## src/bexkat_mem_pkg.sv

```systemverilog
package bexkat_mem_pkg;

  // decoded memory operation
  typedef enum logic [2:0] {
    OP_NONE,
    OP_LOAD,
    OP_STORE,
    OP_PUSH,
    OP_POP,
    OP_JSR,
    OP_RTS,
    OP_TRAP
  } mem_op_t;

  typedef enum logic [1:0] {
    SZ_WORD,
    SZ_HALF,
    SZ_BYTE
  } mem_size_t;

  // stack pointer update reported with the result
  typedef enum logic [1:0] {
    SP_NONE,
    SP_DEC,
    SP_INC,
    SP_TRAP
  } sp_write_t;

  typedef struct packed {
    mem_op_t     op;
    mem_size_t   size;
    logic [31:0] addr;  // effective address or jump target
    logic [31:0] data;  // store / push data
    logic [31:0] sp;    // current stack pointer
    logic [31:0] pc;    // return address
  } mem_cmd_t;

  // master side of the bus
  typedef struct packed {
    logic        cyc;
    logic        stb;
    logic        we;
    logic [3:0]  sel;   // sel[3] is bits 31:24
    logic [31:0] adr;
    logic [31:0] dat;
  } bus_req_t;

  typedef struct packed {
    logic        ack;
    logic [31:0] dat;
  } bus_rsp_t;

endpackage

```

## src/mem_stage.sv

```systemverilog
module mem_stage
  import bexkat_mem_pkg::*;
(
  input  logic        clk_i,
  input  logic        rst_i,
  input  mem_cmd_t    cmd_i,
  input  logic        cmd_valid_i,
  output logic        cmd_ready_o,
  input  logic        stall_i,
  output logic        stall_o,
  output logic [31:0] result_o,
  output logic [31:0] pc_o,
  output logic        pc_set_o,
  output sp_write_t   sp_write_o,
  output bus_req_t    bus_o,
  input  bus_rsp_t    bus_i
);

  typedef enum logic [2:0] {
    S_IDLE,
    S_LOAD,
    S_STORE,
    S_PUSH,
    S_POP,
    S_JSR,
    S_RTS,
    S_TRAP
  } state_t;

  state_t      state_q, state_d;
  logic        cyc_q, cyc_d;
  logic        stb_q, stb_d;
  logic        we_q, we_d;
  logic [3:0]  sel_q, sel_d;
  logic [31:0] adr_q, adr_d;
  logic [31:0] dat_q, dat_d;
  mem_size_t   size_q, size_d;
  logic [31:0] target_q, target_d;
  logic [31:0] result_d;
  logic [31:0] pc_d;
  logic        pc_set_d;
  sp_write_t   sp_write_d;
  logic        accept;
  logic [31:0] sp_dec;
  logic [31:0] load_data;

  // big-endian lanes, lane 0 of the address is sel[3]
  function automatic logic [3:0] lane_sel(mem_size_t size, logic [1:0] lo);
    case (size)
      SZ_HALF: lane_sel = lo[1] ? 4'b0011 : 4'b1100;
      SZ_BYTE: lane_sel = 4'b1000 >> lo;
      default: lane_sel = 4'b1111;
    endcase
  endfunction

  function automatic logic [31:0] store_lanes(mem_size_t size, logic [31:0] data);
    case (size)
      SZ_HALF: store_lanes = {2{data[15:0]}};
      SZ_BYTE: store_lanes = {4{data[7:0]}};
      default: store_lanes = data;
    endcase
  endfunction

  // shift the addressed lanes down, zero-extend
  function automatic logic [31:0] load_align(mem_size_t size, logic [1:0] lo,
                                             logic [31:0] data);
    load_align = data;
    if (size == SZ_HALF)
      load_align = lo[1] ? {16'h0, data[15:0]} : {16'h0, data[31:16]};
    else if (size == SZ_BYTE)
      case (lo)
        2'b00: load_align = {24'h0, data[31:24]};
        2'b01: load_align = {24'h0, data[23:16]};
        2'b10: load_align = {24'h0, data[15:8]};
        default: load_align = {24'h0, data[7:0]};
      endcase
  endfunction

  assign stall_o = cyc_q;
  assign cmd_ready_o = (state_q == S_IDLE) && !stall_o;
  assign accept = cmd_valid_i && cmd_ready_o;
  assign sp_dec = cmd_i.sp - 32'd4;
  assign load_data = load_align(size_q, adr_q[1:0], bus_i.dat);

  assign bus_o = '{cyc: cyc_q, stb: stb_q, we: we_q, sel: sel_q, adr: adr_q, dat: dat_q};

  always_comb
  begin
    state_d = state_q;
    cyc_d = cyc_q;
    stb_d = 1'b0;  // strobe lasts one cycle
    we_d = we_q;
    sel_d = sel_q;
    adr_d = adr_q;
    dat_d = dat_q;
    size_d = size_q;
    target_d = target_q;
    result_d = result_o;
    pc_d = pc_o;
    pc_set_d = stall_i ? pc_set_o : 1'b0;
    sp_write_d = stall_i ? sp_write_o : SP_NONE;
    case (state_q)
      S_IDLE:
        if (accept)
        begin
          cyc_d = 1'b1;
          stb_d = 1'b1;
          we_d = 1'b1;
          sel_d = 4'hf;
          adr_d = sp_dec;  // stack writes go below sp
          dat_d = cmd_i.pc;
          size_d = SZ_WORD;
          target_d = cmd_i.addr;
          case (cmd_i.op)
            OP_LOAD:
            begin
              state_d = S_LOAD;
              we_d = 1'b0;
              adr_d = cmd_i.addr;
              size_d = cmd_i.size;
              sel_d = lane_sel(cmd_i.size, cmd_i.addr[1:0]);
            end
            OP_STORE:
            begin
              state_d = S_STORE;
              adr_d = cmd_i.addr;
              size_d = cmd_i.size;
              sel_d = lane_sel(cmd_i.size, cmd_i.addr[1:0]);
              dat_d = store_lanes(cmd_i.size, cmd_i.data);
            end
            OP_PUSH:
            begin
              state_d = S_PUSH;
              dat_d = cmd_i.data;
            end
            OP_POP:
            begin
              state_d = S_POP;
              we_d = 1'b0;
              adr_d = cmd_i.sp;
            end
            OP_JSR:
              state_d = S_JSR;
            OP_RTS:
            begin
              state_d = S_RTS;
              we_d = 1'b0;
              adr_d = cmd_i.sp;
            end
            OP_TRAP:
              state_d = S_TRAP;
            default:
            begin
              cyc_d = 1'b0;  // nothing to do on the bus
              stb_d = 1'b0;
            end
          endcase
        end
      default:
        if (bus_i.ack)
        begin
          state_d = S_IDLE;
          cyc_d = 1'b0;
          case (state_q)
            S_LOAD:
              result_d = load_data;
            S_POP:
            begin
              result_d = load_data;
              sp_write_d = SP_INC;
            end
            S_PUSH:
              sp_write_d = SP_DEC;
            S_JSR:
            begin
              pc_d = target_q;
              pc_set_d = 1'b1;
              sp_write_d = SP_DEC;
            end
            S_RTS:
            begin
              pc_d = bus_i.dat;  // popped return address
              pc_set_d = 1'b1;
              sp_write_d = SP_INC;
            end
            S_TRAP:
            begin
              pc_d = target_q;
              pc_set_d = 1'b1;
              sp_write_d = SP_TRAP;
            end
            default:
            begin
            end
          endcase
        end
    endcase
  end

  always_ff @(posedge clk_i or posedge rst_i)
  begin
    if (rst_i)
    begin
      state_q <= S_IDLE;
      cyc_q <= 1'b0;
      stb_q <= 1'b0;
      pc_set_o <= 1'b0;
      sp_write_o <= SP_NONE;
    end
    else
    begin
      state_q <= state_d;
      cyc_q <= cyc_d;
      stb_q <= stb_d;
      pc_set_o <= pc_set_d;
      sp_write_o <= sp_write_d;
    end
  end

  always_ff @(posedge clk_i)
  begin
    we_q <= we_d;
    sel_q <= sel_d;
    adr_q <= adr_d;
    dat_q <= dat_d;
    size_q <= size_d;
    target_q <= target_d;
    result_o <= result_d;
    pc_o <= pc_d;
  end

endmodule

```

## config.mk

```make
export PLATFORM = sky130hd
export DESIGN_NAME = mem_stage
export DESIGN_NICKNAME = d
export VERILOG_FILES = /design/src/bexkat_mem_pkg.sv /design/src/mem_stage.sv
export SDC_FILE = /design/constraint.sdc
export NUM_CORES = 1
export LEC_CHECK = 0
export ABC_CLOCK_PERIOD_IN_PS = 3700
export BUFFER_PORTS_ARGS = -buffer_cell sky130_fd_sc_hd__buf_2
export CORE_MARGIN = 3
export CORE_UTILIZATION = 46
export CTS_BUF_LIST = sky130_fd_sc_hd__clkbuf_16
export CTS_CLUSTER_DIAMETER = 30
export DETAILED_ROUTE_END_ITERATION = 8
export PLACE_DENSITY_LB_ADDON = 0.25
export SLEW_MARGIN = 30
export SYNTH_ARGS = -nofsm -noshare
export SYNTH_HDL_FRONTEND = slang
export SYNTH_SLANG_ARGS = --single-unit
export TNS_END_PERCENT = 50
```

## constraint.sdc

```tcl
create_clock -name clk_i -period 3.7 [get_ports clk_i]
set_clock_uncertainty 0.1 [all_clocks]
set_input_delay 0.185 -clock clk_i [delete_from_list [all_inputs] [get_ports clk_i]]
set_output_delay 0.185 -clock clk_i [all_outputs]
set_load 0.1 [all_outputs]
```

==> flow_metrics.py <==
metrics = {
    "worst_setup_path": {
        "crit_type": "input port to register",
        "r2r_slack_ps": 1350,
        "reg2reg_depth": 4,
        "cp_cell_sequence": "buf_2, inv_1, nor2_2, buf_4, nand2_1, o22ai_1, dlygate4sd3_1, nor2_1",
        "critPathMaxStageDelay_ps": 600,
        "r2r-start": "state_q[2]$_DFFE_PP0P_",
        "startpoint_type": "input port",
        "crit_arrival_ps": 2930,
        "timing.rr.end": "adr_q[30]$_DFFE_PP_",
        "worstPathMaxFanout": 33,
        "cp-end-kind": "register",
        "required_ps": 3780,
        "slowest_stage": "dlygate4sd3_1",
    },
    "cts": {
        "numCtsBuffers": 17,
        "tritoncts": "yes",
        "cts_sinks": 175,
        "htree_num_levels": 4,
        "worstSkewPairLatency_ps": 420,
        "root_buffer": "clkbuf_16",
        "cts.clk_slew.worst_paths_ps": 70,
        "clock_tree.buffer_depth": 2,
    },
    "floorplanning": {
        "die-area_um2": 21190,
        "die_width_um": 145.6,
        "io_pins": 310,
        "coreArea_um2": 18890,
        "die_y_um": 145.6,
        "start_util": 0.4742,
        "num_rows": 50,
    },
    "placed_design": {
        "dpl.cell_count": 1324,
        "gp_congestion": 0.9344,
        "portBuffers": 309,
        "place_ws_ps": 1004,
        "place_hpwl_um": 21180,
        "placed_area_um2": 10720,
    },
    "logic_synthesis": {
        "ys_warn_count": 0,
        "synth_nets": 976,
        "synth_ff_type": "edfxtp_1",
        "synth_area_um2": 8959,
        "netlist.area_leader.share": 0.5598,
        "ys_seq_elements": 175,
        "yosys-top-cells-area": "edfxtp_1 56%, mux2_2 5.2%, nor2_1 3.7%",
        "ys_types": 72,
        "synth_area_per_cell_um2": 11.18,
        "synthCells": 801,
        "yosysTopAreaCell": "edfxtp_1",
        "ys_seq_area_frac": 0.5821,
        "synthArstFlopShare": 0.04571,
        "synth_edf_count": 167,
    },
    "routing": {
        "first_pass_iters": 6,
        "vias_per_cell": 5.755,
        "via_count": 8419,
        "drtIter0Drc": 849,
        "ant_nets": 0,
        "wl_per_cell_um": 20.57,
        "wl_um": 30090,
        "drcViolationCount": 0,
    },
    "power": {
        "power.density_nw_per_um2": 650.0,
        "total_power_mw": 8.045,
        "irDropWorstVdd_mv": 0.3829,
        "p_leak_nw": 4.948,
    },
    "min_path": {
        "min_to": "dat_q[25]$_DFFE_PP_",
        "worstHoldPathCells": 3,
        "min_from": "cmd_i[25]",
        "hp-class": "input port to register",
    },
    "job": {
        "cap_viol_max_count": 0,
    },
    "layout": {
        "multi_input_area_um2": 3435,
        "filler_cell_count": 1518,
        "final_cells": 1463,
        "finalNetCount": 1363,
        "synthToLayoutAreaGrowth_pct": 38.16,
        "drive_gt1_frac": 0.3505,
        "seqCellArea_um2": 5216,
        "design_area_um2": 12380,
    },
    "timing": {
        "tightest_slew_ps": 843.9,
        "setup_viol_count_final": 0,
        "tns_ps": 0,
        "min_period_over_period": 0.7719,
        "slew_headroom": 0.4374,
        "fmax_mhz": 350.1,
        "finalMaxSlewViolations": 0,
        "rsz0062_at_grt": "no",
        "finalCriticalPeriod_ps": 2856,
        "hold_viol": 0,
        "worst_slack_ps": 844.1,
    },
    "grt": {
        "antenna_found_initial": 4,
        "overflow": 0,
        "grt_pass1_vias": 8108,
        "grt_max_degree": 64,
        "track_usage": 0.2758,
        "grt_pass1_wl_um": 46230,
    },
    "outcome": {
        "status": "finished clean",
    },
}
==> timing repair <==
action	4_1_cts	5_1_grt
resized for setup	0	0
endpoints found under the hold margin	94	0
hold buffers	105	0
setup endpoints to repair	0	0
setup buffers	0	0
==> stage by stage <==
step,hold slack (ps),utilization
global placement,44.07,0.5661
CTS,0.009243,0.6548
finish,7.624,0.6551
detailed placement,61.99,0.5676
floorplan,-99.41,-
global route,12.40,0.6551
==> per-layer routing <==
layer,wire [um],vias up,GRT usage
met3,2437,105,0.05325
li1,-,3853,-
met4,1318,4,0.1282
met5,16,-,0
met1,12240,3939,0.3679
met2,14080,518,0.4391
==> state kept, by name, summed over array words and instances, names as in the netlist <==
| name | flops |
|---|---|
| dat_q | 32 |
| pc_set_o | 1 |
| stall_o | 1 |
| result_o | 32 |
| sel_q | 4 |
| size_q | 2 |
| adr_q | 32 |
| stb_q | 1 |
| sp_write_o | 2 |
| pc_o | 32 |
| we_q | 1 |
| state_q | 3 |
| target_q | 32 |
==> cell families (layout without fill, tap and decap cells) <==
family / after synthesis / after routing / share of synthesized area
other: 0 / 2 / 0
xor gates and xnor gates: 2 / 2 / 0.001956
adders and majority gates: 5 / 5 / 0.006983
buffers and inverters: 79 / 479 / 0.03799
DFF: 175 / 175 / 0.5821
and+or+nand+nor: 261 / 261 / 0.1454
AOI/OAI and AO/OA: 236 / 236 / 0.1718
muxes: 43 / 43 / 0.05377
==> cells in the final DEF, fill, tap and decap left out, types with 13 or more instances in the layout <==
cell type and instances:
a221oi_1 20, edfxtp_1 167, nor3_1 18, buf_4 13, a21oi_1 59, nand2_1 73
o22ai_1 41, dlygate4sd3_1 105, nor2_1 86, and2_1 18, inv_1 18, buf_2 309
clkbuf_16 17, o21ai_0 35, mux2_2 41
==> worst max path at each step <==
stage | startpoint | endpoint | slack, ps | cells past startpoint
after CTS | cmd_i[131] | dat_q[31]$_DFFE_PP_ | 970 | 8
after detailed placement | cmd_i[34] | adr_q[28]$_DFFE_PP_ | 1000 | 8
after floorplan | stall_o$_DFFE_PP0P_ | adr_q[0]$_DFFE_PP_ | 20 | 3
final | cmd_i[131] | dat_q[27]$_DFFE_PP_ | 840 | 8
after global routing | cmd_i[131] | dat_q[27]$_DFFE_PP_ | 640 | 8
after global placement | cmd_i[34] | adr_q[28]$_DFFE_PP_ | 1030 | 8
==> worst max-delay path: cells and delay by family <==
family | cells | cell delay (ps)
AO/OA/AOI/OAI | 1 | 280
buffers and inverters | 4 | 1780
AND/OR/NAND/NOR | 3 | 680
==> cell type report <==
class                   count  area share
flip-flops and latches    175      0.4215
multi-input cells         547      0.2775
repair buffers            428      0.2200
clock buffers              17     0.03437
well taps                 260     0.02628
clock inverters            15     0.01395
inverters                  19    0.006065
diodes                      2   0.0004044
==> power breakdown <==
part	internal (mW)	switching (mW)
registers	2.70	0.155
clock network	0.966	0.842
logic	0.603	2.78
==> synthesized netlist by cell type (5+ instances only) <==
master	number
nand3_1	12
nand2_1	73
clkbuf_1	41
nand2b_1	5
and2_1	18
nor3_1	18
ha_1	5
mux2_2	41
buf_1	9
a22o_1	8
a21o_1	5
a311oi_1	6
or3_1	5
a21oi_1	60
o22ai_1	41
a221oi_1	20
inv_1	19
dfrtp_1	8
a31oi_1	10
a22oi_1	6
edfxtp_1	167
o21ai_0	35
o31ai_1	6
nor2_1	88
o211ai_1	8
nor4_1	7
(Power assumes the default switching activity.)
