**src/bexkat_mem_pkg.sv**
```systemverilog
package bexkat_mem_pkg;

  // decoded memory operation
  typedef enum logic [2:0] {
    OP_NONE,
    OP_LOAD,
    OP_STORE,
    OP_PUSH,
    OP_POP,
    OP_JSR,
    OP_RTS,
    OP_TRAP
  } mem_op_t;

  typedef enum logic [1:0] {
    SZ_WORD,
    SZ_HALF,
    SZ_BYTE
  } mem_size_t;

  // stack pointer update reported with the result
  typedef enum logic [1:0] {
    SP_NONE,
    SP_DEC,
    SP_INC,
    SP_TRAP
  } sp_write_t;

  typedef struct packed {
    mem_op_t     op;
    mem_size_t   size;
    logic [31:0] addr;  // effective address or jump target
    logic [31:0] data;  // store / push data
    logic [31:0] sp;    // current stack pointer
    logic [31:0] pc;    // return address
  } mem_cmd_t;

  // master side of the bus
  typedef struct packed {
    logic        cyc;
    logic        stb;
    logic        we;
    logic [3:0]  sel;   // sel[3] is bits 31:24
    logic [31:0] adr;
    logic [31:0] dat;
  } bus_req_t;

  typedef struct packed {
    logic        ack;
    logic [31:0] dat;
  } bus_rsp_t;

endpackage

```
**src/fetch_unit.sv**
```systemverilog
module fetch_unit
  import bexkat_mem_pkg::*;
#(
  parameter logic [31:0] RESET_PC = 32'h0
)
(
  input  logic        clk_i,
  input  logic        rst_i,
  input  logic        redirect_i,
  input  logic [31:0] redirect_pc_i,
  output logic [31:0] ir_o,
  output logic        ir_valid_o,
  input  logic        ir_ready_i,
  output bus_req_t    bus_o,
  input  bus_rsp_t    bus_i
);

  logic [31:0] addr_q;    // next fetch address
  logic [31:0] adr_q;     // address of the read on the bus
  logic        pend_q;    // read outstanding, also cyc
  logic        stb_q;
  logic        discard_q; // drop the word of the read in flight
  logic        full_q;
  logic [31:0] ir_q;
  logic        done;
  logic        pop;
  logic        fill;
  logic        issue;

  assign done = pend_q && bus_i.ack;
  assign ir_valid_o = full_q && !redirect_i;  // old stream is hidden on redirect
  assign ir_o = ir_q;
  assign pop = ir_valid_o && ir_ready_i;
  assign fill = done && !discard_q && !redirect_i;
  assign issue = !pend_q && !redirect_i && (!full_q || pop);

  assign bus_o = '{cyc: pend_q, stb: stb_q, we: 1'b0, sel: 4'hf, adr: adr_q, dat: 32'h0};

  always_ff @(posedge clk_i or posedge rst_i)
  begin
    if (rst_i)
    begin
      addr_q <= RESET_PC;
      pend_q <= 1'b0;
      stb_q <= 1'b0;
      discard_q <= 1'b0;
      full_q <= 1'b0;
    end
    else
    begin
      stb_q <= issue;
      if (issue)
        pend_q <= 1'b1;
      else if (done)
        pend_q <= 1'b0;
      if (redirect_i)
        discard_q <= pend_q && !bus_i.ack;
      else if (done)
        discard_q <= 1'b0;
      if (redirect_i)
        full_q <= 1'b0;
      else if (fill)
        full_q <= 1'b1;
      else if (pop)
        full_q <= 1'b0;
      if (redirect_i)
        addr_q <= redirect_pc_i;
      else if (issue)
        addr_q <= addr_q + 32'd4;
    end
  end

  always_ff @(posedge clk_i)
  begin
    if (issue)
      adr_q <= addr_q;
    if (fill)
      ir_q <= bus_i.dat;
  end

endmodule

```
**config.mk**
```make
export PLATFORM = sky130hd
export DESIGN_NAME = fetch_unit
export DESIGN_NICKNAME = d
export VERILOG_FILES = /design/src/bexkat_mem_pkg.sv /design/src/fetch_unit.sv
export SDC_FILE = /design/constraint.sdc
export NUM_CORES = 1
export LEC_CHECK = 0
export BUFFER_PORTS_ARGS = -buffer_cell sky130_fd_sc_hd__buf_2
export CORE_AREA = 2 2 95 115
export CTS_CLUSTER_DIAMETER = 200
export CTS_CLUSTER_SIZE = 16
export DETAILED_ROUTE_END_ITERATION = 16
export DIE_AREA = 0 0 97 117
export MAX_ROUTING_LAYER = met4
export PLACE_DENSITY = 0.75
export SYNTH_ARGS = -nofsm -noshare
export SYNTH_HDL_FRONTEND = slang
export SYNTH_SLANG_ARGS = --single-unit
```
**constraint.sdc**
```tcl
create_clock -name clk_i -period 3.61 [get_ports clk_i]
set_input_delay 0.361 -clock clk_i [delete_from_list [all_inputs] [get_ports clk_i]]
set_output_delay 0.361 -clock clk_i [all_outputs]
set_load 0.01 [all_outputs]
```
==> results summary, run 1 <==
The number of hold-slack violations in the final timing report is 0. Setup repair after global routing left no endpoint under its margin. Dividing the detail-routed wire length by the instance count gives 16.3 um. The share of the clock period used by the worst path after layout came out at 0.594. The number of nets in the final layout is 556. The clock transition at the registers of the reported paths came out at 0.06 ns.

In the layout the commonest cells are buf_2, edfxtp_1, conb_1, dfrtp_1, nand2_1. The sum of negative setup slack came out at 0 ns. The TritonCTS clock tree is done. Buffers inserted to repair hold after CTS numbered 0. STA classifies the critical path endpoint as a flop. The netlist area before placement is 0.00439 sq mm.

The first detailed-routing pass took 4 iterations. The library cell used as clock root buffer is clkbuf_16. The leakage power summed over all cells is 2.22 nW.

The area occupied by multi-input gates came out at 0.00131 sq mm. IR analysis of the VDD net gives a maximum drop of 0.211 mV. In this run the deepest clock path goes through 2 buffers. The signal on the critical path passes through nor2b_1, nor4_1, nand4_1, or3b_2.

The post-detailed-route via-to-cell ratio came out at 5.28. The initial detailed-routing violation count came out at 207. Synthesis instantiated 48 different standard cells from the library. In the synthesized netlist, the number of instances is 356. The post-route core utilization came out at 0.519. The initial utilization of the core area, before any placement, comes to 0.426. The global-route wire length before repair came out at 15800 um.

The number of standard-cell rows in the floorplan is 41. The I/O pin count is 173. The clock insertion delay at the later pin of the skew report came out at 0.34 ns. Measured along the x axis, the die boundary spans 97 um. The total wirelength of the detailed-routed design came out at 10100 um. The largest net degree at the start of global routing is 45.

At the worst endpoint, the required time is 3.82 ns. The number of routed nets with antenna violations is 0. The number of pins with negative max-slew slack in the final report is 0. The via count of the first global-routing pass is 3169. The layout cell share with drive strength beyond 1 is 0.326. The number of cells on the critical path came out at 4. After global routing the overflow that remains totals 0. The critical path starts at full_q. The ratio of total power to cell area is 514 mW/mm^2. The run finished with clean final reports.

The worst path in the final design needs a cycle of 2.14 ns, including I/O delays and setup. The number of enable flip-flop cells after synthesis is 64. STA puts the critical path data arrival time at 2.36 ns. The number of buffers and inverters on the critical path came out at 0.

Based on the critical path, the design can be clocked at up to 466 MHz. The global placer's final weighted congestion came out at 0.880. The final setup skew is 0.00377 ns. The synthesis warning total is 0.

The slack of the worst reg-to-reg path came out at 1.47 ns. The number of levels the H-tree was split into is 3. The initial antenna violation count came out at 0.

The library cell used most frequently in the layout, excluding fill and tap cells, is buf_2. The master of the slowest instance on the critical path is nor2b_1. The delay contributed by the slowest stage of the critical path is 0.92 ns. The worst setup path is launched from a flop. The number of gates resized after CTS was 0. The floorplan die height came out at 117 um. The endpoint identified for the worst register-to-register timing path is addr_q[29]. 0 antenna diodes ended up in the layout. The tightest min-delay check is of the in2async type. Setup violations remaining at the end of the flow were counted as 0. Across all layers, the routed design uses 3273 vias. The synthesized design contains 100 register bits. The sum of net half-perimeters after detailed placement is 7430 um. In this run the tool buffered the top-level ports with 135 buffer cells. In the synthesized netlist the dominant register cell turns out to be edfxtp_1. The area of all sequential standard cells is 0.00282 sq mm. The startpoint identified for the worst register-to-register timing path is full_q. The number of remaining DRC errors came out at 0. The critical-path maximum fanout is 16.

The count of max-cap constraint violations came out at 0. The aggregate global-route resource usage came out at 0.184. Fill cells in the final layout number 911.

The floorplan core area is 0.0103 sq mm. Of the synthesized area, sequential elements account for 0.643. The setup path with the least slack is of type reg2reg. The area enclosed by the die boundary is 0.0113 sq mm. Averaged over all synthesized cells, the footprint is 12.3 sq um. After the flow finishes, the layout carries non-filler instances totaling 620. At the pin with the least slew margin, the transition time is 1.18 ns. The share of synthesized registers carrying an async set or reset came out at 0.360. The post-placement cell count is 604.

In this run the worst setup path terminates at addr_q[29]. The dominant delay contributor by cell family on the critical path is simple AND/OR/NAND/NOR gates. From synthesis to final layout, the design area changed by 21.7%. The number of sinks on the clock net came out at 100. The number of buffers added by the clock tree synthesis step is 9. Buffers added to address setup during post-CTS repair amount to 0. For the worst flop-to-flop path, the logic depth is 4. The relative max-transition margin came out at 0.211.
==> state kept, by name, summed over array words and instances (netlist names) <==
signal and cells:
stb_q 1, discard_q 1, ir_o 32, full_q 1
adr_q 32, addr_q 32, pend_q 1
==> worst min-delay path by stage <==
stage               from    endpoint
2_1_floorplan  addr_q[0]    adr_q[0]
3_3_place_gp   addr_q[1]    adr_q[1]
3_5_place_dp   addr_q[0]    adr_q[0]
4_1_cts            rst_i  addr_q[16]
5_1_grt            rst_i  addr_q[16]
6_report           rst_i  addr_q[16]
==> power by group <==
group	leakage (nW)	internal [mW]	switching, mW
Combinational	1.06	0.130	0.206
Sequential	1.01	1.33	0.0765
Clock	0.151	0.609	0.393
Total	2.22	2.07	0.676
==> cells in the mapped netlist, drive strengths merged, types with 4 or more instances <==
master,instances,area (sq um)
nor3,8,40.0
inv,8,30.0
nand2,23,86.3
nand3,12,60.1
edfxtp,64,1920
nor2,22,82.6
nor2b,4,25.0
o21ai,11,55.1
nand4,16,100
a31oi,14,87.6
xnor2,7,61.3
and3,7,43.8
o31ai,12,90.1
dfrtp,36,901
and4,4,35.0
buf,43,319
or4,13,101
clkbuf,13,48.8
nor4,5,31.3
==> metrics by stage <==
stage	power, mW	worst slack (ns)	hold WS (ns)	area (sq um)
final	2.75	1.47	0.124	5350
after global routing	2.87	1.29	0.170	5350
after CTS	2.78	1.50	0.136	5350
after detailed placement	1.77	1.40	0.431	5040
after global placement	1.76	1.47	0.431	5040
after floorplan	1.65	0.0394	0.421	4520
==> layout make-up <==
cell class / instances / share of cell area
flip-flops and latches: 100 / 0.528
multi-input cells: 226 / 0.244
repair buffers: 140 / 0.133
clock buffers: 12 / 0.0442
well taps: 129 / 0.0302
clock inverters: 4 / 0.0138
inverters: 9 / 0.00632
==> logic make-up (layout without fill, tap and decap cells) <==
group,Yosys count,in the layout,synth area share
AO/OA/AOI/OAI,51,51,0.0783
XOR/XNOR,7,7,0.0140
adder cells (fa/ha/maj),1,1,0.00285
buffers and inverters,65,165,0.0914
flip-flops,100,100,0.643
multiplexers,3,3,0.00741
other,2,37,0.00171
AND/OR/NAND/NOR,127,127,0.162
==> worst reg2reg max path, cell delays in order (launching register included) <==
cell and delay (ns):
dfrtp_1 0.34, nor2b_1 0.92, nor4_1 0.16, nand4_1 0.14
or3b_2 0.45
==> metal layers <==
layer  wire, um  track usage  vias to the layer above
met5          0            -                        -
met4        182       0.0798                        0
met3        977       0.0392                       12
met2       4980        0.321                      213
met1       3940        0.207                     1521
li1           -            -                     1527
(Power assumes the default switching activity.)
==> inputs of run 2 (changes only) <==
ABC_AREA = 1   (was unset)
CORE_AREA = 2 2 92 111   (was 2 2 95 115)
DIE_AREA = 0 0 94 113   (was 0 0 97 117)
PLACE_DENSITY = 0.78   (was 0.75)
clock period = 2 ns   (was 3.61 ns; I/O delays follow)
==> results summary, run 2 <==
The worst voltage drop across the vdd grid is 0.388 mV. The initial detailed-routing violation count came out at 179. The sum of negative setup slack came out at 0 ns. In the layout the commonest cells are buf_2, nand2_1, edfxtp_1, nor2_1, conb_1. The global-route wire length before repair came out at 17400 um. Relative to the synthesized area, the layout overhead comes to 21.6%. The number of hold-slack violations in the final timing report came out at 0. The number of nets in the final layout came out at 674. The initial utilization of the core area, before any placement, comes to 0.480.

Clock tree synthesis inserted a total of 9 buffers. The slack of the worst reg-to-reg path came out at 0.32 ns. The I/O pin count came out at 173. The critical path in this run is classified as reg2reg.

Sorting the synthesized cells by how often they occur yields nand2_1, edfxtp_1, nor2_1. The final setup violation count came out at 0. Entering global routing, the biggest net connects 37 pins. The congestion estimate from routability-driven global placement came to 0.898.

The number of sinks on the clock net is 100. The post-route core utilization is 0.584. The total iterations of the first detailed-routing run came out at 4. The netlist area before placement came out at 0.00457 sq mm. During synthesis, Yosys emitted a total of 0 warnings.

For the final database, setup skew stands at 0.00699 ns. The ratio of total power to cell area is 913 mW/mm^2. The maximum operating frequency came out at 595 MHz. For hold timing, the worst endpoint is ir_o[16]. For the finished layout, the period the worst path requires is 1.68 ns. The number of cells traversed by the worst register-to-register path is 8.

The number of levels the H-tree was split into is 3. The number of enable flip-flop cells after synthesis came out at 64. The share of synthesized registers carrying an async set or reset came out at 0.360. The count of max-cap constraint violations is 0. The worst setup path is launched from a flop. The critical-path maximum fanout is 6. The endpoint kind of the worst setup timing path is a flop. The core region is 0.00952 sq mm. Post-CTS timing repair inserted 0 buffers for setup. The number of routed nets with antenna violations is 0. By instance count, the leading cell after synthesis is nand2_1. Of the available clock period, the critical path in the final layout requires 0.840. The average size of a mapped cell came out at 9.93 sq um.

The clock transition at the registers of the reported paths came out at 0.07 ns. Prior to clock tree synthesis, the placed netlist has a worst setup slack of 0.321 ns. The run finished with clean final reports. Clock latency on the worst-skew pair, taken at its later pin, is 0.35 ns. Synthesis produced 460 cells.

The worst register-to-register path ends at addr_q[28]. For this run, the register share of the synthesized area comes to 0.618. The startpoint identified for the worst register-to-register timing path is addr_q[2].

Once routing completed, OpenROAD measured the worst setup slack at 0.320 ns. Detailed placement ended at an HPWL of 8170 um. The area enclosed by the die boundary is 0.0106 sq mm. STA puts the critical path data arrival time at 1.91 ns. Setup repair after global routing left no endpoint under its margin. The number of port buffers came out at 135.

The die boundary width is 94 um. The library cell used most frequently in the layout, excluding fill and tap cells, is buf_2. The top cell type's share of synthesized area came out at 0.421. The via count of the first global-routing pass was 3550. The remaining global-route overflow came out at 0. The library cell used as clock root buffer is clkbuf_16. edfxtp_1 takes more of the synthesized area than any other cell. The number of remaining DRC errors came out at 0.

TritonCTS built the clock tree. The worst hold path begins at bus_i[16]. The average wire per standard cell is 15.1 um. The number of flip-flops and latches in the synthesized netlist came out at 100. The initial antenna violation count is 0.

The post-detailed-route via-to-cell ratio is 4.88. The number of pins with negative max-slew slack in the final report came to 0. The path class of the tightest hold or removal check is in2reg. The floorplan die height came out at 113 um.

The leakage power summed over all cells is 2.53 nW. The worst hold margin came out at 0.0277 ns. The number of cells on the worst hold path came out at 1.

The number of standard-cell rows in the floorplan came out at 39. Once layout is complete, the cells apart from fillers number 732. The number of antenna diodes in the final layout is 0. In the final layout, the share of cells above drive strength 1 is 0.274.

The total wirelength of the detailed-routed design is 11100 um. The post-cts resize count came out at 0. The aggregate global-route resource usage came out at 0.221. For the worst setup path, the data required time is 2.23 ns. The number of library cell types mapped by synthesis is 31. Counting tap cells, the placed design contains a total of 715 instances. The total vias in the final route is 3569.

The maximum count of clock buffers along a single path came out at 2. The most used flip-flop cell after synthesis is edfxtp_1. Yosys attributes the largest share of cell area to edfxtp_1, dfrtp_1, nand2_1, buf_4, nor2_1.
[run 2: cell types whose count changed after synthesis, moves of 12 or more]
| cell | before | now |
|---|---|---|
| nand2_1 | 23 | 132 |
| nor2_1 | 22 | 52 |
| inv_1 | 8 | 32 |
| nand3_1 | 12 | 36 |
| nand4_1 | 16 | 1 |
| a31oi_1 | 14 | 1 |
| or4_1 | 12 | 0 |
[run 2: layout make-up]
type                       instances  area, sq um
fill                             852         3960
sequential                       100         2820
multi-input combinational        313         1410
timing repair buffer             145          766
clock buffer                      10          229
tap                              123          154
inverter                          35          131
clock inverter                     6         40.0
[run 2: worst max path at each step]
stage / startpoint / to / slack (ns)
after floorplan: redirect_i / ir_o[0] / 0.36
after global placement: addr_q[12] / addr_q[23] / 0.41
after detailed placement: addr_q[2] / addr_q[28] / 0.32
after CTS: addr_q[2] / addr_q[28] / 0.32
after global routing: addr_q[3] / addr_q[24] / 0.08
final: addr_q[2] / addr_q[28] / 0.32
[run 2: cell families (layout without fill, tap and decap cells)]
family | count (synthesis) | after routing | synth area share
and+or+nand+nor | 232 | 232 | 0.210
DFF | 100 | 100 | 0.618
buffers and inverters | 82 | 196 | 0.102
AOI/OAI and AO/OA | 34 | 34 | 0.0485
xor gates and xnor gates | 9 | 9 | 0.0173
other | 2 | 37 | 0.00164
adders and majority gates | 1 | 1 | 0.00274
[run 2: stage by stage]
step           power (mW)  area (sq um)
2_1_floorplan        3.22          4700
3_3_place_gp         3.48          5270
3_5_place_dp         3.51          5270
4_1_cts              5.10          5550
5_1_grt              5.32          5550
6_report             5.07          5550
[run 2: report_power, final]
| part | internal (mW) | leakage, nW | switching (mW) |
|---|---|---|---|
| registers | 2.48 | 1.03 | 0.200 |
| logic | 0.301 | 1.38 | 0.495 |
| clock network | 0.844 | 0.125 | 0.751 |
[run 2: repair_timing]
action | 4_1_cts | 5_1_grt
hold buffers | 1 | 0
endpoints found under the hold margin | 36 | 0
setup endpoints to repair | 0 | 0
[run 2: worst max-delay path, stage by stage (launching register included)]
cell	delay, ns
dfrtp_1	0.42
ha_1	0.19
nand2_1	0.08
nor2_2	0.18
nand3_1	0.24
inv_1	0.18
nand3_1	0.10
nand3_1	0.10
nand3_1	0.07
[run 2: routing by layer]
| metal | vias to the layer above | routed length [um] | track usage |
|---|---|---|---|
| li1 | 1722 | - | - |
| met1 | 1634 | 4510 | 0.266 |
| met2 | 188 | 5310 | 0.366 |
| met3 | 25 | 921 | 0.0346 |
| met4 | 0 | 325 | 0.102 |
| met5 | - | 0 | - |
