--- src/bexkat_mem_pkg.sv ---
package bexkat_mem_pkg;

  // decoded memory operation
  typedef enum logic [2:0] {
    OP_NONE,
    OP_LOAD,
    OP_STORE,
    OP_PUSH,
    OP_POP,
    OP_JSR,
    OP_RTS,
    OP_TRAP
  } mem_op_t;

  typedef enum logic [1:0] {
    SZ_WORD,
    SZ_HALF,
    SZ_BYTE
  } mem_size_t;

  // stack pointer update reported with the result
  typedef enum logic [1:0] {
    SP_NONE,
    SP_DEC,
    SP_INC,
    SP_TRAP
  } sp_write_t;

  typedef struct packed {
    mem_op_t     op;
    mem_size_t   size;
    logic [31:0] addr;  // effective address or jump target
    logic [31:0] data;  // store / push data
    logic [31:0] sp;    // current stack pointer
    logic [31:0] pc;    // return address
  } mem_cmd_t;

  // master side of the bus
  typedef struct packed {
    logic        cyc;
    logic        stb;
    logic        we;
    logic [3:0]  sel;   // sel[3] is bits 31:24
    logic [31:0] adr;
    logic [31:0] dat;
  } bus_req_t;

  typedef struct packed {
    logic        ack;
    logic [31:0] dat;
  } bus_rsp_t;

endpackage

--- src/bus_arbiter.sv ---
module bus_arbiter
  import bexkat_mem_pkg::*;
(
  input  logic     clk_i,
  input  logic     rst_i,
  input  bus_req_t m0_req_i,
  output bus_rsp_t m0_rsp_o,
  input  bus_req_t m1_req_i,
  output bus_rsp_t m1_rsp_o,
  output bus_req_t s_req_o,
  input  bus_rsp_t s_rsp_i
);

  logic busy_q;
  logic owner_q;    // 0 is the memory stage
  logic owner_cyc;
  logic free;
  logic start;
  logic owner;
  logic granted;

  assign owner_cyc = owner_q ? m1_req_i.cyc : m0_req_i.cyc;
  assign free = !busy_q || !owner_cyc;  // tenure ends when cyc falls
  assign start = free && (m0_req_i.cyc || m1_req_i.cyc);
  assign owner = free ? !m0_req_i.cyc : owner_q;  // master 0 first
  assign granted = start || !free;

  // a waiting master has already dropped stb, so the strobe
  // to the slave is issued once at the start of each grant
  always_comb
  begin
    s_req_o = owner ? m1_req_i : m0_req_i;
    s_req_o.stb = start;
  end

  always_comb
  begin
    m0_rsp_o = '0;
    m1_rsp_o = '0;
    if (granted && owner)
      m1_rsp_o = s_rsp_i;
    else if (granted)
      m0_rsp_o = s_rsp_i;
  end

  always_ff @(posedge clk_i or posedge rst_i)
  begin
    if (rst_i)
    begin
      busy_q <= 1'b0;
      owner_q <= 1'b0;
    end
    else
    begin
      busy_q <= granted;
      owner_q <= owner;
    end
  end

endmodule

--- config.mk ---
export PLATFORM = sky130hd
export DESIGN_NAME = bus_arbiter
export DESIGN_NICKNAME = d
export VERILOG_FILES = /design/src/bexkat_mem_pkg.sv /design/src/bus_arbiter.sv
export SDC_FILE = /design/constraint.sdc
export NUM_CORES = 1
export LEC_CHECK = 0
export ABC_CLOCK_PERIOD_IN_PS = 3200
export BUFFER_PORTS_ARGS = -buffer_cell sky130_fd_sc_hd__buf_2
export CELL_PAD_IN_SITES_DETAIL_PLACEMENT = 0
export CELL_PAD_IN_SITES_GLOBAL_PLACEMENT = 1
export CORE_AREA = 2 2 121 123
export CTS_BUF_LIST = sky130_fd_sc_hd__clkbuf_4 sky130_fd_sc_hd__clkbuf_8
export DETAILED_ROUTE_END_ITERATION = 12
export DIE_AREA = 0 0 123 125
export PLACE_DENSITY_LB_ADDON = 0.1
export SLEW_MARGIN = 20
export SYNTH_ARGS = -nofsm -noshare
export SYNTH_HDL_FRONTEND = slang
export SYNTH_SLANG_ARGS = --single-unit
--- constraint.sdc ---
create_clock -name clk_i -period 3.2 [get_ports clk_i]
set_clock_uncertainty 0.2 [all_clocks]
set_input_delay 0.32 -clock clk_i [delete_from_list [all_inputs] [get_ports clk_i]]
set_output_delay 0.32 -clock clk_i [all_outputs]
set_load 0.1 [all_outputs]
==> impl_results.md, run 1 <==
- Worst reg-to-reg path cell count: 2
- Die width: 123 um
- Crit path launch type: register
- Worst reg2reg path startpoint: busy_q$_DFF_PP0_
- Mux cell area share after synthesis: 0.4369%
- Yosys warns: 0
- Tcrit/Tclk final: 83.28%
- Post-Place Setup Slack: 733.7 ps
- Highest fanout seen on the critical path: 38
- Most repeated library cell on the critical path: buf_4
- Slowest library cell on the worst path: buf_4
- Power density cells: 408.4 nW/um^2
- End of the worst register-to-register path: owner_q$_DFF_PP0_
- Post-synthesis cell type count: 18
- Crit path kind: register to output port
- Fin crit period: 2665 ps
- Maximum count of clock buffers along a single path: 2
- Number of max-slew violations in the final report: 0
- Core Region: 14200 um^2
- Dominant combinational cell family by area after synthesis: simple AND/OR/NAND/NOR gates
- Kind of end point of the critical path: output port
- DRT Wirelength: 13610 um
- DRC: 0
- Total congestion overflow: 0
- Clock tree from TritonCTS: yes
- Final setup violation count: 0
- Overall routing resource usage: 16.29%
- Fraction of layout instances using a drive strength above 1: 50.44%
- Arithmetic-cell share of the synthesized area counting full adders, half adders and majority gates: 0%
- Post-route antenna net violation count: 0
- Number of global-route vias before repair: 3968
- Number of filler instances in the final layout: 1619
- Setup tns final: 0 ps
- #FFs+latches synth: 2
- Number of iterations in the first detailed-routing pass: 4
- Area occupied by multi-input gates: 2245 um^2
- Clock H-tree levels: 1
- Required time of the critical path: 2680 ps
- Clock insertion delay at the later pin of the skew report: 210 ps
- Max stage delay on crit path: 410 ps
- Initial core utilization: 18.15%
- Reg clk slew, reported paths: 30 ps
- Die area: 15380 um^2
- CTS sink count: 2
- Antenna violations before repair: 1
- Detailed-route vias per instance: 4.801
- Fmax: 375.3 MHz
- Slack of the worst reg-to-reg path: 1810 ps
- Tightest Hold Check Type: input port to asynchronous set/reset pin
- DRT iter0 DRCs: 147
- Clock Tree Root: clkbuf_8
- Synthesized-area fraction occupied by xor and xnor cells: 0%
- Ordered list of cells on the worst path: buf_4 > and3_2 > buf_4 > o211ai_1 > buf_2
- RSZ-0062 raised after global routing: no
- Area growth, synth to finish: 65.24%
- Fraction of the mapped netlist area in simple logic gates: 63.83%
- Wire length of the first global-routing pass: 20400 um
- Area occupied by registers: 52.55 um^2
- Antenna Diode Count: 0
- Maximum number of pins on one net before global-route repair: 176
- Peak supply drop: 169.1 uV
- Leakage power figure: 0.002344 uW
- Buffers inserted by post-CTS timing repair: 0
- Estimated wirelength of the detail-placed design: 10040 um
- Cell area after synthesis: 2577 um^2
- Arrival time of the worst setup path: 2140 ps
- DIE HEIGHT: 125 um
- Sequential area share after synthesis: 1.942%
- Total number of vias: 4148
- Post-DR wirelength/cell: 15.75 um
- NumNets Final: 859
- Port Buffers: 311
- Net count after synthesis: 591
- Max-cap viol count: 0
- Complex-gate fraction of the synthesized area: 22.77%
- Transition time of the tightest slew-check pin: 713.5 ps
- Post-route setup slack: 535.1 ps
- Outcome: finished, final reports clean
- Post-cts repair resize count: 0
- Boundary pin count: 314
- Count of endpoints failing hold in the final timing report: 0
- Placement Rows: 44
- Cell count after synthesis: 414
- Post-CTS Hold Fix Bufs: 1
- Average cell area after synthesis: 6.226 um^2
- Relative max-transition margin: 52.30%
- Placer's final routability congestion estimate: 0.7256
- Clock buffer count from CTS: 3
==> power breakdown <==
group          switching [uW]  internal (uW)
sequential               1.07           27.3
combinational            1310            300
clock                    18.1           79.4
total                    1330            406
==> through the flow <==
stage	std cells	hold WS [ps]	area, um^2	util, %	power (uW)
2_1_floorplan	414	-138.8	2577	-	1339
3_3_place_gp	860	-27.65	4208	29.62	1644
3_5_place_dp	860	-25.48	4208	29.62	1648
4_1_cts	864	335.1	4259	29.99	1753
5_1_grt	864	357.7	4259	29.99	1817
6_report	864	322.8	4259	29.99	1739
==> sequential cells by signal (all words and copies together) (netlist names) <==
register  flops
busy_q        1
owner_q       1
==> synthesized netlist by cell type <==
cell,instances,area (um^2)
nand4_1,69,431.7
a21boi_0,1,7.510
nand2b_1,69,431.7
dfrtp_1,2,50.05
nand3_1,1,5.000
o211ai_1,59,442.9
buf_4,4,30.03
nand2_1,70,262.8
inv_1,1,3.750
clkbuf_1,43,161.4
buf_6,3,33.78
buf_2,11,55.05
and3b_1,33,289.0
mux2_2,1,11.26
or2_2,2,12.51
and3_1,34,212.7
o211ai_2,10,125.1
a21boi_2,1,11.26
==> critical path, delay by kind of cell, from the launching register on <==
kind,cells,cell delay [ps]
buffers and inverters,3,1130
flip-flops,1,350
AND/OR/NAND/NOR,1,270
AO/OA/AOI/OAI,1,170
==> layer usage <==
metal	wire length, um	track usage (%)	vias up
met2	7123	31.26	177
met4	133	3.075	2
li1	-	-	2069
met1	5028	17.67	1890
met5	13	0	-
met3	1308	4.243	10
==> cells by family after synthesis <==
kind of cell           Yosys count
flip-flops                       2
AND/OR/NAND/NOR                278
buffers and inverters           62
AO/OA/AOI/OAI                   71
multiplexers                     1
==> how the worst max path moves through the flow <==
| stage | slack, ps | end | start |
|---|---|---|---|
| floorplan | 270 | s_req_o[10] | busy_q$_DFF_PP0_ |
| global placement | 740 | s_req_o[20] | busy_q$_DFF_PP0_ |
| detailed placement | 730 | s_req_o[6] | busy_q$_DFF_PP0_ |
| CTS | 510 | s_req_o[6] | busy_q$_DFF_PP0_ |
| global route | 390 | s_req_o[46] | busy_q$_DFF_PP0_ |
| finish | 540 | s_req_o[0] | busy_q$_DFF_PP0_ |
==> final cells by class <==
class	count	area share [%]
Timing Repair Buffer	324	39.60
Multi-Input combinational cell	350	52.70
Inverter	1	0.08813
Clock buffer	3	0.9694
Sequential cell	2	1.234
Tap cell	184	5.405
==> layout by cell type, fill, tap and decap left out <==
master / instances
buf_12: 2
buf_4: 12
clkbuf_8: 3
o211ai_2: 10
o211ai_1: 59
and3_1: 33
dlygate4sd3_1: 1
nand2b_1: 69
nand3_1: 1
nand4_1: 69
and3_2: 1
and3b_1: 33
inv_1: 1
mux2_2: 1
or2_2: 2
buf_2: 309
dfrtp_2: 2
a21boi_0: 1
nand2_1: 70
a21boi_2: 1
No activity file was read; power rests on OpenSTA's default activity.
==> run 2, diff against run 1 <==
--- a/config.mk
+++ b/config.mk
@@ -5,14 +5,14 @@
 export SDC_FILE = /design/constraint.sdc
 export NUM_CORES = 1
 export LEC_CHECK = 0
-export ABC_CLOCK_PERIOD_IN_PS = 3200
+export ABC_CLOCK_PERIOD_IN_PS = 2300
 export BUFFER_PORTS_ARGS = -buffer_cell sky130_fd_sc_hd__buf_2
 export CELL_PAD_IN_SITES_DETAIL_PLACEMENT = 0
 export CELL_PAD_IN_SITES_GLOBAL_PLACEMENT = 1
-export CORE_AREA = 2 2 121 123
+export CORE_ASPECT_RATIO = 1.1
+export CORE_UTILIZATION = 18
 export CTS_BUF_LIST = sky130_fd_sc_hd__clkbuf_4 sky130_fd_sc_hd__clkbuf_8
 export DETAILED_ROUTE_END_ITERATION = 12
-export DIE_AREA = 0 0 123 125
 export PLACE_DENSITY_LB_ADDON = 0.1
 export SLEW_MARGIN = 20
 export SYNTH_ARGS = -nofsm -noshare
==> constraint.sdc (replaced) <==
create_clock -name clk_i -period 2.3 [get_ports clk_i]
set_clock_uncertainty 0.2 [all_clocks]
set_input_delay 0.23 -clock clk_i [delete_from_list [all_inputs] [get_ports clk_i]]
set_output_delay 0.23 -clock clk_i [all_outputs]
set_load 0.1 [all_outputs]
==> run 2 against run 1 <==
Non-clock buffer count increased by 2; final cell count increased by 0.81%; cell area increased by 40%; total power increased by 76%; global-route usage increased by 2.0 points; via count increased by 1.8%; clock power increased by 43%; register-to-register slack got worse by 840 ps; sequential share of layout area decreased by 0.35 points; critical endpoint is now m0_rsp_o[29]; largest power group unchanged.
==> impl_results.md, run 2 (synthesis gave the netlist of run 1 again) <==
- Reg clk slew, reported paths: 30 ps
- Post-Place Setup Slack: 56.13 ps
- Hold path start: m0_req_i[70]
- Worst reg-to-reg path cell count: 4
- Final std cell area, no fill: 5971 um^2
- Fin crit period: 2202 ps
- DRC: 0
- Placed instance area: 5908 um^2
- Commonest non-fill, non-tap cells in the layout: 204 x buf_2, 108 x buf_12, 70 x nand2_1
- Clock tree from TritonCTS: yes
- Overall routing resource usage: 18.28%
- Share of total power consumed by net switching: 64.85%
- Total number of vias: 4222
- Most frequent standard cell in the layout excluding fill and tap cells: buf_2
- Detailed-route vias per instance: 4.847
- Core Region: 13910 um^2
- DRT Wirelength: 14230 um
- Number of iterations in the first detailed-routing pass: 4
- Placement Rows: 45
- Post-route antenna net violation count: 0
- Int Pwr: 1074 uW
- Power density cells: 511.7 nW/um^2
- End of the worst register-to-register path: owner_q$_DFF_PP0_
- Estimated wirelength of the detail-placed design: 10520 um
- DIE HEIGHT: 127.5 um
- Share of total power in sequential cells: 1.3%
- DRT iter0 DRCs: 216
- Clock buffer count from CTS: 3
- Boundary pin count: 314
- Number of global-route vias before repair: 4124
- Number of filler instances in the final layout: 1427
- CTS sink count: 2
- Overall power of the completed layout: 3056 uW
- Antenna Diode Count: 0
- Setup tns final: 0 ps
- Relative contribution of the clock network to total power: 4.6%
- Outcome: finished, final reports clean
- Clock Tree Root: clkbuf_8
- Post-route setup slack: 97.87 ps
- Post-DR wirelength/cell: 16.33 um
- Required time of the critical path: 1870 ps
- Transition time of the tightest slew-check pin: 669.5 ps
- RSZ-0062 raised after global routing: no
- Largest registers ranked by flip-flop count: busy_q: 1 flops, owner_q: 1 flops
- Wire length of the first global-routing pass: 21480 um
- Fmax: 454.1 MHz
- Count of endpoints failing hold in the final timing report: 0
- Share of the core filled with cells: 42.93%
- NumNets Final: 862
- Tightest Hold Check Type: input port to register
- Relative max-transition margin: 55.37%
- Final setup violation count: 0
- Crit path launch type: register
- Worst reg2reg path startpoint: owner_q$_DFF_PP0_
- Hold Path Sink: owner_q$_DFF_PP0_
- Clock insertion delay at the later pin of the skew report: 210 ps
- Number of max-slew violations in the final report: 0
- Highest fanout seen on the critical path: 34
- Die area: 14800 um^2
- Fraction of layout instances using a drive strength above 1: 50.66%
- Placer's final routability congestion estimate: 0.7884
- Antenna violations before repair: 0
- Maximum count of clock buffers along a single path: 2
- Maximum number of pins on one net before global-route repair: 87
- Hold Path Stages: 2
- Port Buffers: 311
- Max-cap viol count: 0
- Clock H-tree levels: 1
- Tcrit/Tclk final: 95.74%
- Initial core utilization: 18.53%
- Total congestion overflow: 0
- Die width: 116.1 um
- Leakage power figure: 0.002850 uW
- Kind of end point of the critical path: output port
- Arrival time of the worst setup path: 1770 ps
- Area growth, synth to finish: 131.7%
- Peak supply drop: 264.2 uV
- Crit path kind: register to output port
- Comb power frac: 94.1%
- Slack of the worst reg-to-reg path: 970 ps
- Reported net switching power: 1982 uW
[run 2: cell count changes in the layout (fill, tap and decap cells not counted)]
cell and change:
and3_4 +2, o211ai_2 -10, buf_2 -105, buf_4 +1, and3_2 -1, buf_12 +106
o211ai_4 +10
[run 2: what timing repair did]
action	4_1_cts	5_1_grt
setup buffers	0	0
endpoints found under the hold margin	2	0
endpoints found under the setup margin	69	0
gates resized for setup	1	0
hold buffers	1	0
[run 2: area by class of cell]
class	instances	area, um^2	share of cell area [%]
repair buffers	326	3291	55.11
flip-flops and latches	2	52.55	0.8801
well taps	188	235.2	3.940
clock buffers	3	41.29	0.6915
multi-input cells	351	2347	39.31
inverters	1	3.754	0.06287
[run 2: how the worst max path moves through the flow]
| stage | end | cells after the start | startpoint |
|---|---|---|---|
| after detailed placement | s_req_o[30] | 3 | busy_q$_DFF_PP0_ |
| after floorplan | s_req_o[0] | 5 | busy_q$_DFF_PP0_ |
| final | m0_rsp_o[29] | 5 | owner_q$_DFF_PP0_ |
| after global placement | s_req_o[20] | 3 | busy_q$_DFF_PP0_ |
| after global routing | s_req_o[64] | 5 | owner_q$_DFF_PP0_ |
| after CTS | m0_rsp_o[29] | 5 | owner_q$_DFF_PP0_ |
[run 2: metal layers]
layer  global-route usage (%)  vias up  part of all wire [%]
li1                         -     2080                     -
met1                    19.52     1951                    37
met2                    35.26      179                    54
met3                    4.554       12                   8.0
met4                    4.223        0                   1.4
met5                        0        -                     0
[run 2: power groups by stage]
stage	Clock [uW]	Sequential [uW]	Combinational [uW]
finish	139	40.7	2880
detailed placement	0	40.1	2880
floorplan	0	38.6	1860
global placement	0	40.1	2870
global route	149	41.4	2970
CTS	145	41.0	2890
[run 2: critical path, stage by stage (launching register included)]
cell,delay (ps)
dfrtp_2,410
buf_4,160
nand3_1,60
buf_4,290
and3_1,210
buf_2,430
[run 2: stage by stage]
stage / hold WS [ps] / std cells
2_1_floorplan: -228.8 / 414
3_3_place_gp: -118.2 / 866
3_5_place_dp: -110.1 / 866
4_1_cts: 154.6 / 871
5_1_grt: 172.7 / 871
6_report: 159.1 / 871
==> run 3, diff against run 2 <==
--- a/config.mk
+++ b/config.mk
@@ -13,7 +13,7 @@
 export CORE_UTILIZATION = 18
 export CTS_BUF_LIST = sky130_fd_sc_hd__clkbuf_4 sky130_fd_sc_hd__clkbuf_8
 export DETAILED_ROUTE_END_ITERATION = 12
-export PLACE_DENSITY_LB_ADDON = 0.1
+export PLACE_DENSITY = 0.81
 export SLEW_MARGIN = 20
 export SYNTH_ARGS = -nofsm -noshare
 export SYNTH_HDL_FRONTEND = slang
==> run 3 against run 2 <==
Flip-flop and latch count did not move; combinational power fell by 5%; sequential power rose by 6.1%.
==> impl_results.md, run 3 (synthesis gave the netlist of run 1 again) <==
- CTS sink count: 2
- DRT iter0 DRCs: 147
- Share of total power in sequential cells: 1.5%
- Largest registers ranked by flip-flop count: busy_q: 1 flops, owner_q: 1 flops
- Tcrit/Tclk final: 94.33%
- Worst reg-to-reg path cell count: 3
- Reported net switching power: 1957 uW
- Number of buffer and inverter instances along the worst setup path: 2
- Number of filler instances in the final layout: 1445
- Ordered list of cells on the worst path: and3_4 > buf_4 > o211ai_1 > buf_12
- Boundary pin count: 314
- Most frequent standard cell in the layout excluding fill and tap cells: buf_2
- Clock Tree Root: clkbuf_8
- Dpl cells: 865
- Core Region: 13910 um^2
- Required time of the critical path: 1870 ps
- Clock insertion delay at the later pin of the skew report: 210 ps
- Post-route antenna net violation count: 0
- Initial core utilization: 18.53%
- Max-cap viol count: 0
- DRT Wirelength: 14010 um
- Max stage delay on crit path: 450 ps
- Fraction of layout instances using a drive strength above 1: 50.59%
- Port Buffers: 311
- Die width: 116.1 um
- Maximum count of clock buffers along a single path: 2
- Number of global-route vias before repair: 3819
- Clock buffer count from CTS: 3
- Relative contribution of the clock network to total power: 4.8%
- Reg clk slew, reported paths: 30 ps
- Overall routing resource usage: 16.99%
- Commonest non-fill, non-tap cells in the layout: 237 x buf_2, 77 x buf_12, 70 x nand2_1
- End of the worst register-to-register path: owner_q$_DFF_PP0_
- Buffers inserted by post-CTS timing repair: 0
- Hold Path Sink: busy_q$_DFF_PP0_
- Clock H-tree levels: 1
- Leakage power figure: 0.002726 uW
- Hold path start: m1_req_i[70]
- Crit-path leading delay family: buffers and inverters
- Post-DR wirelength/cell: 16.06 um
- Transition time of the tightest slew-check pin: 514.0 ps
- Fin crit period: 2170 ps
- Comb power frac: 93.7%
- Die area: 14800 um^2
- Kind of end point of the critical path: output port
- Clock tree from TritonCTS: yes
- Estimated wirelength of the detail-placed design: 10190 um
- Tightest Hold Check Type: input port to register
- Post-route insts no fill: 872
- Power density cells: 529.6 nW/um^2
- Detailed-route vias per instance: 4.805
- Worst reg2reg path startpoint: owner_q$_DFF_PP0_
- Int Pwr: 956.4 uW
- DIE HEIGHT: 127.5 um
- Peak supply drop: 309.1 uV
- Slowest library cell on the worst path: dfrtp_2
- Fmax: 460.9 MHz
- Setup tns final: 0 ps
- Slack of the worst reg-to-reg path: 1130 ps
- Crit path launch type: register
- RSZ-0062 raised after global routing: no
- Crit path kind: register to output port
- DRC: 0
- Total number of vias: 4190
- Number of max-slew violations in the final report: 0
- Area growth, synth to finish: 113.4%
- Relative max-transition margin: 65.97%
- Wire length of the first global-routing pass: 20150 um
- Share of total power consumed by net switching: 67.17%
- Total congestion overflow: 0
- Placer's final routability congestion estimate: 0.7304
- Final setup violation count: 0
- Number of iterations in the first detailed-routing pass: 4
- Arrival time of the worst setup path: 1740 ps
- Maximum number of pins on one net before global-route repair: 100
- Highest fanout seen on the critical path: 18
- Outcome: finished, final reports clean
- Count of endpoints failing hold in the final timing report: 0
- Placement Rows: 45
- NumNets Final: 861
- Hold Path Stages: 2
- Antenna violations before repair: 6
[run 3: how the worst max path moves through the flow]
stage	start	end	cells past startpoint
global route	owner_q$_DFF_PP0_	s_req_o[33]	4
finish	owner_q$_DFF_PP0_	s_req_o[39]	4
detailed placement	owner_q$_DFF_PP0_	s_req_o[39]	4
CTS	owner_q$_DFF_PP0_	s_req_o[39]	4
floorplan	busy_q$_DFF_PP0_	s_req_o[0]	5
global placement	m1_req_i[70]	s_req_o[40]	6
[run 3: timing repair]
action	4_1_cts	5_1_grt
hold endpoints to repair	2	0
hold buffers	1	0
resized for setup	0	2
endpoints found under the setup margin	0	27
[run 3: power by group through the flow]
stage / Sequential [uW] / Clock (uW) / Combinational (uW)
global route: 43.4 / 149 / 2820
floorplan: 38.6 / 0 / 1860
CTS: 41.5 / 145 / 2740
global placement: 41.8 / 0 / 2720
detailed placement: 41.9 / 0 / 2730
finish: 43.2 / 141 / 2730
[run 3: final cells by class]
cell class	instances	area, um^2	area share [%]
Antenna cell	2	5.005	0.09097
Timing Repair Buffer	325	2820	51.26
Inverter	1	3.754	0.06823
Sequential cell	2	52.55	0.9552
Clock buffer	3	41.29	0.7505
Multi-Input combinational cell	351	2344	42.60
Tap cell	188	235.2	4.276
[run 3: metal layers]
| metal | global-route usage [%] | wire length [um] | vias up |
|---|---|---|---|
| met1 | 18.63 | 5339 | 1905 |
| met2 | 31.93 | 7138 | 188 |
| li1 | - | - | 2079 |
| met4 | 2.112 | 91 | 6 |
| met3 | 5.693 | 1392 | 12 |
| met5 | 0 | 43 | - |
[run 3: stage by stage]
step	hold WS (ps)	area (um^2)	worst slack, ps	util [%]	total power (uW)
after floorplan	-228.8	2708	-490.9	-	1901
after CTS	65.87	5482	2.981	39.42	2925
after global routing	95.66	5497	3.632	39.52	3015
final	91.88	5502	130.3	39.56	2913
after global placement	-119.9	5430	265.8	39.05	2761
after detailed placement	-118.8	5430	236.8	39.05	2773
